`src/include/gpio_defs.svh`:
```
`ifndef GPIO_DEFS_SVH
`define GPIO_DEFS_SVH

// APB bus widths.
`define GPIO_DATA_WIDTH 32
`define GPIO_ADDR_WIDTH 12

// Number of pads handled by the peripheral.
`define GPIO_PINS 16

// Register map, byte offsets.
`define GPIO_IDR    12'h000
`define GPIO_ODR    12'h004
`define GPIO_MODER  12'h008
`define GPIO_OTYPER 12'h00C
// Two select bits per pin, pin i at bits 2i+1:2i.
`define GPIO_FSR0   12'h010
`define GPIO_FSR1   12'h014
`define GPIO_IER    12'h018

`endif

```
`src/source/gpio_pkg.sv`:
```
`default_nettype none

`include "gpio_defs.svh"

package gpio_pkg;

    // Bus side.
    typedef logic [`GPIO_DATA_WIDTH-1:0]   data_t;
    typedef logic [`GPIO_ADDR_WIDTH-1:0]   addr_t;
    typedef logic [`GPIO_DATA_WIDTH/8-1:0] strb_t;

    // One bit per pin.
    typedef logic [`GPIO_PINS-1:0] pin_t;

    // FSR1 over FSR0, two select bits per pin.
    typedef logic [2*`GPIO_PINS-1:0] func_t;

    // Phase of the current APB cycle.
    typedef enum logic [1:0] {
        apb_idle,
        apb_setup,
        apb_access
    } apb_state_t;

endpackage

`default_nettype wire

```
`src/source/gpio_apb_slave.sv`:
```
`timescale 1ns/1ps
`default_nettype none

module gpio_apb_slave (
    input  logic              seq,
    input  logic              arst_n,

    input  logic              psel,
    input  logic              penable,
    input  logic              pwrite,
    input  gpio_pkg::addr_t   paddr,
    input  gpio_pkg::data_t   pwdata,
    input  gpio_pkg::strb_t   pstrb,
    output gpio_pkg::data_t   prdata,
    output logic              pready,
    output logic              pslverr,

    output logic              reg_wr,
    output logic              reg_rd,
    output gpio_pkg::addr_t   reg_addr,
    output gpio_pkg::data_t   reg_wdata,
    output gpio_pkg::strb_t   reg_strb,
    input  gpio_pkg::data_t   reg_rdata,
    input  logic              reg_err
);

    gpio_pkg::apb_state_t phase;
    gpio_pkg::apb_state_t phase_q;
    logic                 xfer;

    // Phase seen on the bus in this cycle.
    always_comb begin
        if (!psel) begin
            phase = gpio_pkg::apb_idle;
        end else if (penable) begin
            phase = gpio_pkg::apb_access;
        end else begin
            phase = gpio_pkg::apb_setup;
        end
    end

    always_ff @(posedge seq or negedge arst_n) begin
        if (!arst_n) begin
            phase_q <= gpio_pkg::apb_idle;
        end else begin
            phase_q <= phase;
        end
    end

    // Only an access that directly follows its setup moves data.
    assign xfer = (phase == gpio_pkg::apb_access) && (phase_q == gpio_pkg::apb_setup);

    assign reg_wr    = xfer && pwrite;
    assign reg_rd    = xfer && !pwrite;
    assign reg_addr  = paddr;
    assign reg_wdata = pwdata;
    assign reg_strb  = pstrb;

    // No wait states, every access completes at once.
    assign pready  = (phase == gpio_pkg::apb_access);
    assign prdata  = reg_rdata;
    assign pslverr = xfer && reg_err;

    penable_needs_psel: assert property (
        @(posedge seq) disable iff (!arst_n) penable |-> psel
    );

    setup_then_access: assert property (
        @(posedge seq) disable iff (!arst_n) (psel && !penable) |=> (psel && penable)
    );

endmodule

`default_nettype wire

```
`src/source/gpio_pad_ctrl.sv`:
```
`timescale 1ns/1ps
`default_nettype none

`include "gpio_defs.svh"

module gpio_pad_ctrl (
    input  logic              seq,
    input  logic              arst_n,

    input  gpio_pkg::pin_t    pad_in,
    output gpio_pkg::pin_t    pad_out,
    output gpio_pkg::pin_t    pad_oe,

    input  gpio_pkg::pin_t    odr,
    input  gpio_pkg::pin_t    moder,
    input  gpio_pkg::pin_t    otyper,
    input  gpio_pkg::pin_t    ier,
    input  gpio_pkg::func_t   func,
    output gpio_pkg::pin_t    idr,

    input  gpio_pkg::pin_t    alt_out,
    input  gpio_pkg::pin_t    alt_oe,
    output logic              irq
);

    gpio_pkg::pin_t pad_meta;

    // Two flop synchronizer on the pad inputs.
    always_ff @(posedge seq or negedge arst_n) begin
        if (!arst_n) begin
            pad_meta <= '0;
            idr      <= '0;
        end else begin
            pad_meta <= pad_in;
            idr      <= pad_meta;
        end
    end

    always_comb begin
        for (int i = 0; i < `GPIO_PINS; i++) begin
            if (func[2*i +: 2] != 2'b00) begin
                // Pad handed to an alternate function.
                pad_out[i] = alt_out[i];
                pad_oe[i]  = alt_oe[i];
            end else begin
                pad_out[i] = odr[i];
                // Open drain only drives the low level.
                pad_oe[i]  = moder[i] && (!otyper[i] || !odr[i]);
            end
        end
    end

    // Level interrupt.
    always_ff @(posedge seq or negedge arst_n) begin
        if (!arst_n) begin
            irq <= 1'b0;
        end else begin
            irq <= |(ier & idr);
        end
    end

endmodule

`default_nettype wire

```
`src/source/gpio_regs.sv`:
```
`timescale 1ns/1ps
`default_nettype none

`include "gpio_defs.svh"

module gpio_regs (
    input  logic              seq,
    input  logic              arst_n,

    input  logic              reg_wr,
    input  logic              reg_rd,
    input  gpio_pkg::addr_t   reg_addr,
    input  gpio_pkg::data_t   reg_wdata,
    input  gpio_pkg::strb_t   reg_strb,
    output gpio_pkg::data_t   reg_rdata,
    output logic              reg_err,

    input  gpio_pkg::pin_t    idr,
    output gpio_pkg::pin_t    odr,
    output gpio_pkg::pin_t    moder,
    output gpio_pkg::pin_t    otyper,
    output gpio_pkg::pin_t    ier,
    output gpio_pkg::func_t   func
);

    gpio_pkg::pin_t fsr0;
    gpio_pkg::pin_t fsr1;
    logic           writable;

    // Byte lanes beyond the register width are dropped.
    function automatic gpio_pkg::pin_t lane_write(
        input gpio_pkg::pin_t  cur,
        input gpio_pkg::data_t wdata,
        input gpio_pkg::strb_t strb
    );
        gpio_pkg::pin_t res;
        res = cur;
        for (int b = 0; b < `GPIO_PINS/8; b++) begin
            if (strb[b]) begin
                res[b*8 +: 8] = wdata[b*8 +: 8];
            end
        end
        return res;
    endfunction

    always_comb begin
        case (reg_addr)
            `GPIO_ODR, `GPIO_MODER, `GPIO_OTYPER,
            `GPIO_FSR0, `GPIO_FSR1, `GPIO_IER: writable = 1'b1;
            default:                           writable = 1'b0;
        endcase
    end

    // IDR is read only.
    assign reg_err = reg_wr && !writable;

    always_ff @(posedge seq or negedge arst_n) begin
        if (!arst_n) begin
            odr    <= '0;
            moder  <= '0;
            otyper <= '0;
            fsr0   <= '0;
            fsr1   <= '0;
            ier    <= '0;
        end else if (reg_wr) begin
            case (reg_addr)
                `GPIO_ODR:    odr    <= lane_write(odr, reg_wdata, reg_strb);
                `GPIO_MODER:  moder  <= lane_write(moder, reg_wdata, reg_strb);
                `GPIO_OTYPER: otyper <= lane_write(otyper, reg_wdata, reg_strb);
                `GPIO_FSR0:   fsr0   <= lane_write(fsr0, reg_wdata, reg_strb);
                `GPIO_FSR1:   fsr1   <= lane_write(fsr1, reg_wdata, reg_strb);
                `GPIO_IER:    ier    <= lane_write(ier, reg_wdata, reg_strb);
                default: ;
            endcase
        end
    end

    assign func = {fsr1, fsr0};

    // Zero extended; unmapped offsets read as zero.
    always_comb begin
        reg_rdata = '0;
        if (reg_rd) begin
            case (reg_addr)
                `GPIO_IDR:    reg_rdata[`GPIO_PINS-1:0] = idr;
                `GPIO_ODR:    reg_rdata[`GPIO_PINS-1:0] = odr;
                `GPIO_MODER:  reg_rdata[`GPIO_PINS-1:0] = moder;
                `GPIO_OTYPER: reg_rdata[`GPIO_PINS-1:0] = otyper;
                `GPIO_FSR0:   reg_rdata[`GPIO_PINS-1:0] = fsr0;
                `GPIO_FSR1:   reg_rdata[`GPIO_PINS-1:0] = fsr1;
                `GPIO_IER:    reg_rdata[`GPIO_PINS-1:0] = ier;
                default: ;
            endcase
        end
    end

    wr_rd_exclusive: assert property (
        @(posedge seq) disable iff (!arst_n) !(reg_wr && reg_rd)
    );

endmodule

`default_nettype wire

```
`src/source/gpio_top.sv`:
```
`timescale 1ns/1ps
`default_nettype none

module gpio_top (
    input  logic              seq,
    input  logic              arst_n,

    input  logic              psel,
    input  logic              penable,
    input  logic              pwrite,
    input  gpio_pkg::addr_t   paddr,
    input  gpio_pkg::data_t   pwdata,
    input  gpio_pkg::strb_t   pstrb,
    output gpio_pkg::data_t   prdata,
    output logic              pready,
    output logic              pslverr,

    input  gpio_pkg::pin_t    pad_in,
    output gpio_pkg::pin_t    pad_out,
    output gpio_pkg::pin_t    pad_oe,
    input  gpio_pkg::pin_t    alt_out,
    input  gpio_pkg::pin_t    alt_oe,
    output gpio_pkg::func_t   func,
    output logic              irq
);

    logic            reg_wr;
    logic            reg_rd;
    gpio_pkg::addr_t reg_addr;
    gpio_pkg::data_t reg_wdata;
    gpio_pkg::strb_t reg_strb;
    gpio_pkg::data_t reg_rdata;
    logic            reg_err;
    gpio_pkg::pin_t  idr;
    gpio_pkg::pin_t  odr;
    gpio_pkg::pin_t  moder;
    gpio_pkg::pin_t  otyper;
    gpio_pkg::pin_t  ier;

    gpio_apb_slave u_apb_slave (
        .seq       (seq),
        .arst_n    (arst_n),
        .psel      (psel),
        .penable   (penable),
        .pwrite    (pwrite),
        .paddr     (paddr),
        .pwdata    (pwdata),
        .pstrb     (pstrb),
        .prdata    (prdata),
        .pready    (pready),
        .pslverr   (pslverr),
        .reg_wr    (reg_wr),
        .reg_rd    (reg_rd),
        .reg_addr  (reg_addr),
        .reg_wdata (reg_wdata),
        .reg_strb  (reg_strb),
        .reg_rdata (reg_rdata),
        .reg_err   (reg_err)
    );

    gpio_regs u_regs (
        .seq       (seq),
        .arst_n    (arst_n),
        .reg_wr    (reg_wr),
        .reg_rd    (reg_rd),
        .reg_addr  (reg_addr),
        .reg_wdata (reg_wdata),
        .reg_strb  (reg_strb),
        .reg_rdata (reg_rdata),
        .reg_err   (reg_err),
        .idr       (idr),
        .odr       (odr),
        .moder     (moder),
        .otyper    (otyper),
        .ier       (ier),
        .func      (func)
    );

    gpio_pad_ctrl u_pad_ctrl (
        .seq     (seq),
        .arst_n  (arst_n),
        .pad_in  (pad_in),
        .pad_out (pad_out),
        .pad_oe  (pad_oe),
        .odr     (odr),
        .moder   (moder),
        .otyper  (otyper),
        .ier     (ier),
        .func    (func),
        .idr     (idr),
        .alt_out (alt_out),
        .alt_oe  (alt_oe),
        .irq     (irq)
    );

endmodule

`default_nettype wire

```
`config.mk`:
```
export PLATFORM = sky130hd
export DESIGN_NAME = gpio_top
export DESIGN_NICKNAME = d
export VERILOG_FILES = /design/src/source/gpio_pkg.sv /design/src/source/gpio_apb_slave.sv /design/src/source/gpio_pad_ctrl.sv /design/src/source/gpio_regs.sv /design/src/source/gpio_top.sv
export VERILOG_INCLUDE_DIRS = /design/src /design/src/include
export SDC_FILE = /design/constraint.sdc
export NUM_CORES = 1
export LEC_CHECK = 0
export BUFFER_PORTS_ARGS = -buffer_cell sky130_fd_sc_hd__buf_2
export CAP_MARGIN = 20
export CORE_UTILIZATION = 35
export CTS_CLUSTER_SIZE = 28
export DETAILED_ROUTE_END_ITERATION = 7
export MAX_ROUTING_LAYER = met4
export PLACE_DENSITY_LB_ADDON = 0.1
export SYNTH_ARGS = -nofsm -noshare
export SYNTH_HDL_FRONTEND = slang
export SYNTH_SLANG_ARGS = --single-unit
export TNS_END_PERCENT = 5
```
`constraint.sdc`:
```
create_clock -name seq -period 5.6 [get_ports seq]
set_input_delay 1.12 -clock seq [delete_from_list [all_inputs] [get_ports seq]]
set_output_delay 1.12 -clock seq [all_outputs]
set_load 0.03 [all_outputs]
```
Yosys cells after proc, flatten, opt, wreduce, memory -nomap -nowiden
Index checks and enable logic that the tools add are counted.
{ "totals": {"ff_bits": 131, "latch_bits": 0, "ramBits": 0, "rom_bits": 0, "inputBits": 101, "output_inout_bits": 99, "memories": 0} }
{ "op_classes": {"addsub": 0, "n_mul": 0, "div": 0, "n_lt_le_gt_ge": 0, "eq_ne": 8, "shifts": 0, "n_mux": 37, "bitwise": 1, "n_reduce_logical": 102} }
{ "ops": {"columns": ["op", "count"], "rows": [
  ["$pmux W16 S7", 1],
  ["$eq A12 B5 Y1 const B", 3],
  ["$reduce_and A3 Y1", 12],
  ["$logic_not A1 Y1", 34],
  ["$mux W1", 33],
  ["$reduce_bool A2 Y1", 16],
  ["$eq A12 B4 Y1 const B", 2],
  ["$logic_and A1 B1 Y1", 21],
  ["$and A16 B16 Y16", 1],
  ["$logic_or A1 B1 Y1", 16],
  ["$mux W16", 1],
  ["$reduce_or A16 Y1", 1],
  ["$eq A12 B3 Y1 const B", 1],
  ["$logic_not A12 Y1", 1],
  ["$reduce_or A6 Y1", 1],
  ["$mux W2", 2],
  ["$eq A2 B1 Y1 const B", 1],
  ["$eq A2 B2 Y1 const B", 1]
]} }

Depth between registers and ports, before layout
{ "depth": {"depth_word": 7, "mapped_depth": 7} }

Cells and area by module
Synthesis repeated with hierarchy kept, for this count alone.
{ "unflattened": {"cells_unflattened": 597, "hier_area_um2": 7016.7} }
{ "by_module_without_submodules": {"columns": ["mod", "n_inst", "cells_per_inst", "area_each_um2"], "rows": [
  ["gpio_regs", 1, 371, 4874.7],
  ["gpio_pad_ctrl", 1, 138, 1447.6],
  ["gpio_apb_slave", 1, 88, 694.4]
]} }

Least setup slack after synthesis
OpenSTA, ideal clock, no wires.
{ "synth_path": {"path_type": "input-to-output", "from": "in paddr[9]", "to": "out prdata[13]", "t_arrival_ps": 2974, "required_ps": 4480, "setup_slack_ps": 1506, "cell_stages": 5, "path_buffers": 1, "path_cell_list": "nor4_2 -> nand3_1 -> or3_1 -> clkbuf_1 -> nor3_1"} }
{ "synth_via": {"elab_chain_len": 3, "elab_cells_between_ends": 9, "cone_classes": "eq/ne: 6; mux: 2; reduce/logical: 1"} }
{ "synth_rtl": {"columns": ["element", "line_no", "rtl"], "rows": [
  ["start: declaration", "gpio_top.sv:11", "input gpio_pkg::addr_t paddr,"],
  ["$eq A12 B5 Y1 (tied with other cells)", "gpio_regs.sv:84", "case (reg_addr)"],
  ["$pmux W16 S7 *", "gpio_regs.sv:84", null],
  ["$mux W16 *", "gpio_regs.sv:83", "if (reg_rd) begin"],
  ["end: declaration", "gpio_top.sv:14", "output gpio_pkg::data_t prdata,"]
]} }
Every way passes the cells marked *; elsewhere a longest branch is shown, timed or not.

Worst setup path after layout
{ "layout_path": {"from": "in paddr[9]", "to": "out prdata[6]"} }
The elaborated chain is that of the path after synthesis.

==> results.toml <==
[run_status]
status = "complete, no violations"

[detailed_routing]
avgViaCountPerCell = 5.34
vias = 4999
initialDrtViolationCount = 263
postRouteAntennaNets = 0
route.final.wire_length_um = 20600
drc_errors = 0
detail_route.wl_per_cell_um = 22.0
drt_pass1_iterations = 5

[clock_network]
cts_root_buf = "clkbuf_16"
post-cts-setup-buffers = 0
cts_resized = 0
cts_buffers = 17
cts_tree = "yes"
cts.sinks = 131
cts_buffer_depth = 2
clk_latency_ns = 0.42
postCtsHoldBufs = 0
h-tree-depth = 4
clk_pin_slew_ns = 0.06

[yosys]
yosysSeqAreaShare = 0.509
ys_top_cells_by_count = "131 x dfrtp_1, 124 x mux2_2, 41 x nand2_1"
synth.most_common_cell = "dfrtp_1"
synth_edf_count = 0
syn_inst = 517
async_reset_ff_frac = 1.00
synth_area_um2 = 6440
yosysTopAreaCellShare = 0.509
synth-simple-area-share = 0.125
ys.flop_type = "dfrtp_1"
synth_compound_area_frac = 0.0787
synthAdderAreaFrac = 0
avgSynthCellArea_um2 = 12.5
synthDistinctLibCells = 43
synth_seq_cells = 131
synthXorXnorAreaFrac = 0
ys_warn_count = 0
yosys-top-cells-area = "dfrtp_1 51%, mux2_2 22%, nor4_4 3.3%"
yosys-mux-area-fraction = 0.255
synth_top_family_by_area = "multiplexers"
synth_area_leader_cell = "dfrtp_1"

[floorplan]
fp.dieH_um = 138
num_rows = 49
dieArea_um2 = 19000
ios = 200
coreArea_um2 = 18000
die_w_um = 138
start_util = 0.357

[grt]
grt_pass1_wl_um = 30600
antenna_found_initial = 1
grt_start_max_net_pins = 53
gr-total-overflow = 0
grt_pass1_vias = 4897
track_usage = 0.235

[worst_setup_path]
critPathArrivalTime_ns = 3.45
end_kind = "primary output"
crit_path_start_kind = "input port"
critPathKind = "in -> out"
worstPathMaxFanout = 16
worstPathRequired_ns = 4.48

[finish]
drive_gt1_frac = 0.495
nFillCells = 1743
final_nets = 795
design_area_um2 = 8120
syn2layout_area_growth_pct = 26.0

[worst_hold_path]
min_path_type = "reg -> reg"

[placed_design]
dp.final_hpwl_um = 14900
post_dp_cell_area_um2 = 7500
pre_cts_ws_ns = 1.04
gp_congestion = 0.867
port_buffers = 165

[timing]
fin_ws_ns = 1.03
tightest_slew_ns = 1.03
max_slew_margin = 0.313
slew_violations = 0
finalHoldViolations = 0
finalCritPeriodShare = 0.816
fin_crit_ns = 4.57
setup_viol = 0
clock_skew_ns = 0.00819
rsz0062_at_grt = "no"
finalSetupTns_ns = 0
max_freq_mhz = 219

[power]
p_total_mw = 2.24
power_density_nw_per_um2 = 276
power.leakage_nw = 4.13
vdd_drop_max_v = 0.000205

[job]
cap_violations = 0
[flip-flops by register name (all words and copies together), names as in the netlist]
name / flops
u_regs.moder: 16
u_apb_slave.phase_q: 2
u_pad_ctrl.irq: 1
u_regs.fsr0: 16
u_regs.odr: 16
u_pad_ctrl.idr: 16
u_regs.ier: 16
u_regs.otyper: 16
u_pad_ctrl.pad_meta: 16
u_regs.fsr1: 16
[cell families after synthesis]
group	after synthesis
DFF	131
and+or+nand+nor	133
AOI/OAI and AO/OA	70
muxes	146
other	1
buffers and inverters	36
[metal layers]
metal / global-route usage / wire (µm) / up-vias
li1: - / - / 2264
met1: 0.321 / 9500 / 2537
met2: 0.347 / 9610 / 171
met3: 0.0390 / 1020 / 27
met4: 0.0891 / 454 / 0
met5: - / 0 / -
[through the flow]
stage / std cells / hold slack [ns] / util
floorplan: 532 / 0.331 / -
global placement: 904 / 0.336 / 0.416
detailed placement: 904 / 0.336 / 0.416
CTS: 936 / 0.347 / 0.450
global route: 937 / 0.351 / 0.450
finish: 937 / 0.346 / 0.450
[area by class of cell]
class / count / area [µm²] / area share
Antenna cell: 1 / 2.50 / 0.000308
Clock buffer: 20 / 457 / 0.0562
Clock inverter: 12 / 156 / 0.0193
Inverter: 3 / 11.3 / 0.00139
Multi-Input combinational cell: 365 / 3020 / 0.372
Sequential cell: 131 / 3280 / 0.404
Tap cell: 229 / 287 / 0.0353
Timing Repair Buffer: 176 / 911 / 0.112
[path summary, 6_finish.rpt]
kind | start | endpoint | slack [ns] | cells after the start
min | u_pad_ctrl.pad_meta[13]$_DFF_PN0_ | u_pad_ctrl.idr[13]$_DFF_PN0_ | 0.35 | 0
max in group asynchronous | arst_n | u_regs.ier[1]$_DFFE_PN0P_ | 3.91 | 2
max | paddr[9] | prdata[6] | 1.03 | 6
min reg2reg | u_pad_ctrl.pad_meta[13]$_DFF_PN0_ | u_pad_ctrl.idr[13]$_DFF_PN0_ | 0.35 | 0
max reg2reg | u_apb_slave.phase_q[1]$_DFF_PN0_ | u_regs.fsr0[15]$_DFFE_PN0P_ | 3.20 | 4
min in group asynchronous | arst_n | u_regs.odr[11]$_DFFE_PN0P_ | 0.65 | 1
[critical path, cell delays in order]
cell and delay, ns:
buf_2 0.11, nor4_2 0.42, nand3_1 0.32, or3_1 0.80, nor3_1 0.41, buf_2 0.26
[layout by cell type, fill, tap and decap left out, types with 4 or more instances in the layout]
cell type,synthesis,layout
nand3_1,19,19
clkbuf_16,0,17
a22oi_1,4,4
buf_2,7,164
a21oi_1,5,5
a221oi_1,22,22
nor2_1,33,33
mux2_2,124,124
a2bb2oi_1,5,5
conb_1,1,16
clkinvlp_4,0,4
mux2i_1,17,17
o21ai_0,16,16
nand2_1,41,41
nor4_4,10,10
a22o_1,4,4
o22ai_1,6,6
buf_4,16,12
nor3_1,4,4
dfrtp_1,131,131
[report_power, final]
group | leakage (nW) | internal (mW) | total, mW | switching [mW]
Clock | 0.288 | 0.723 | 1.14 | 0.421
Sequential | 1.75 | 0.960 | 0.967 | 0.00763
Combinational | 2.09 | 0.0403 | 0.129 | 0.0889
Total | 4.13 | 1.72 | 2.24 | 0.518
Note: power is estimated with default switching activity, not from simulation.
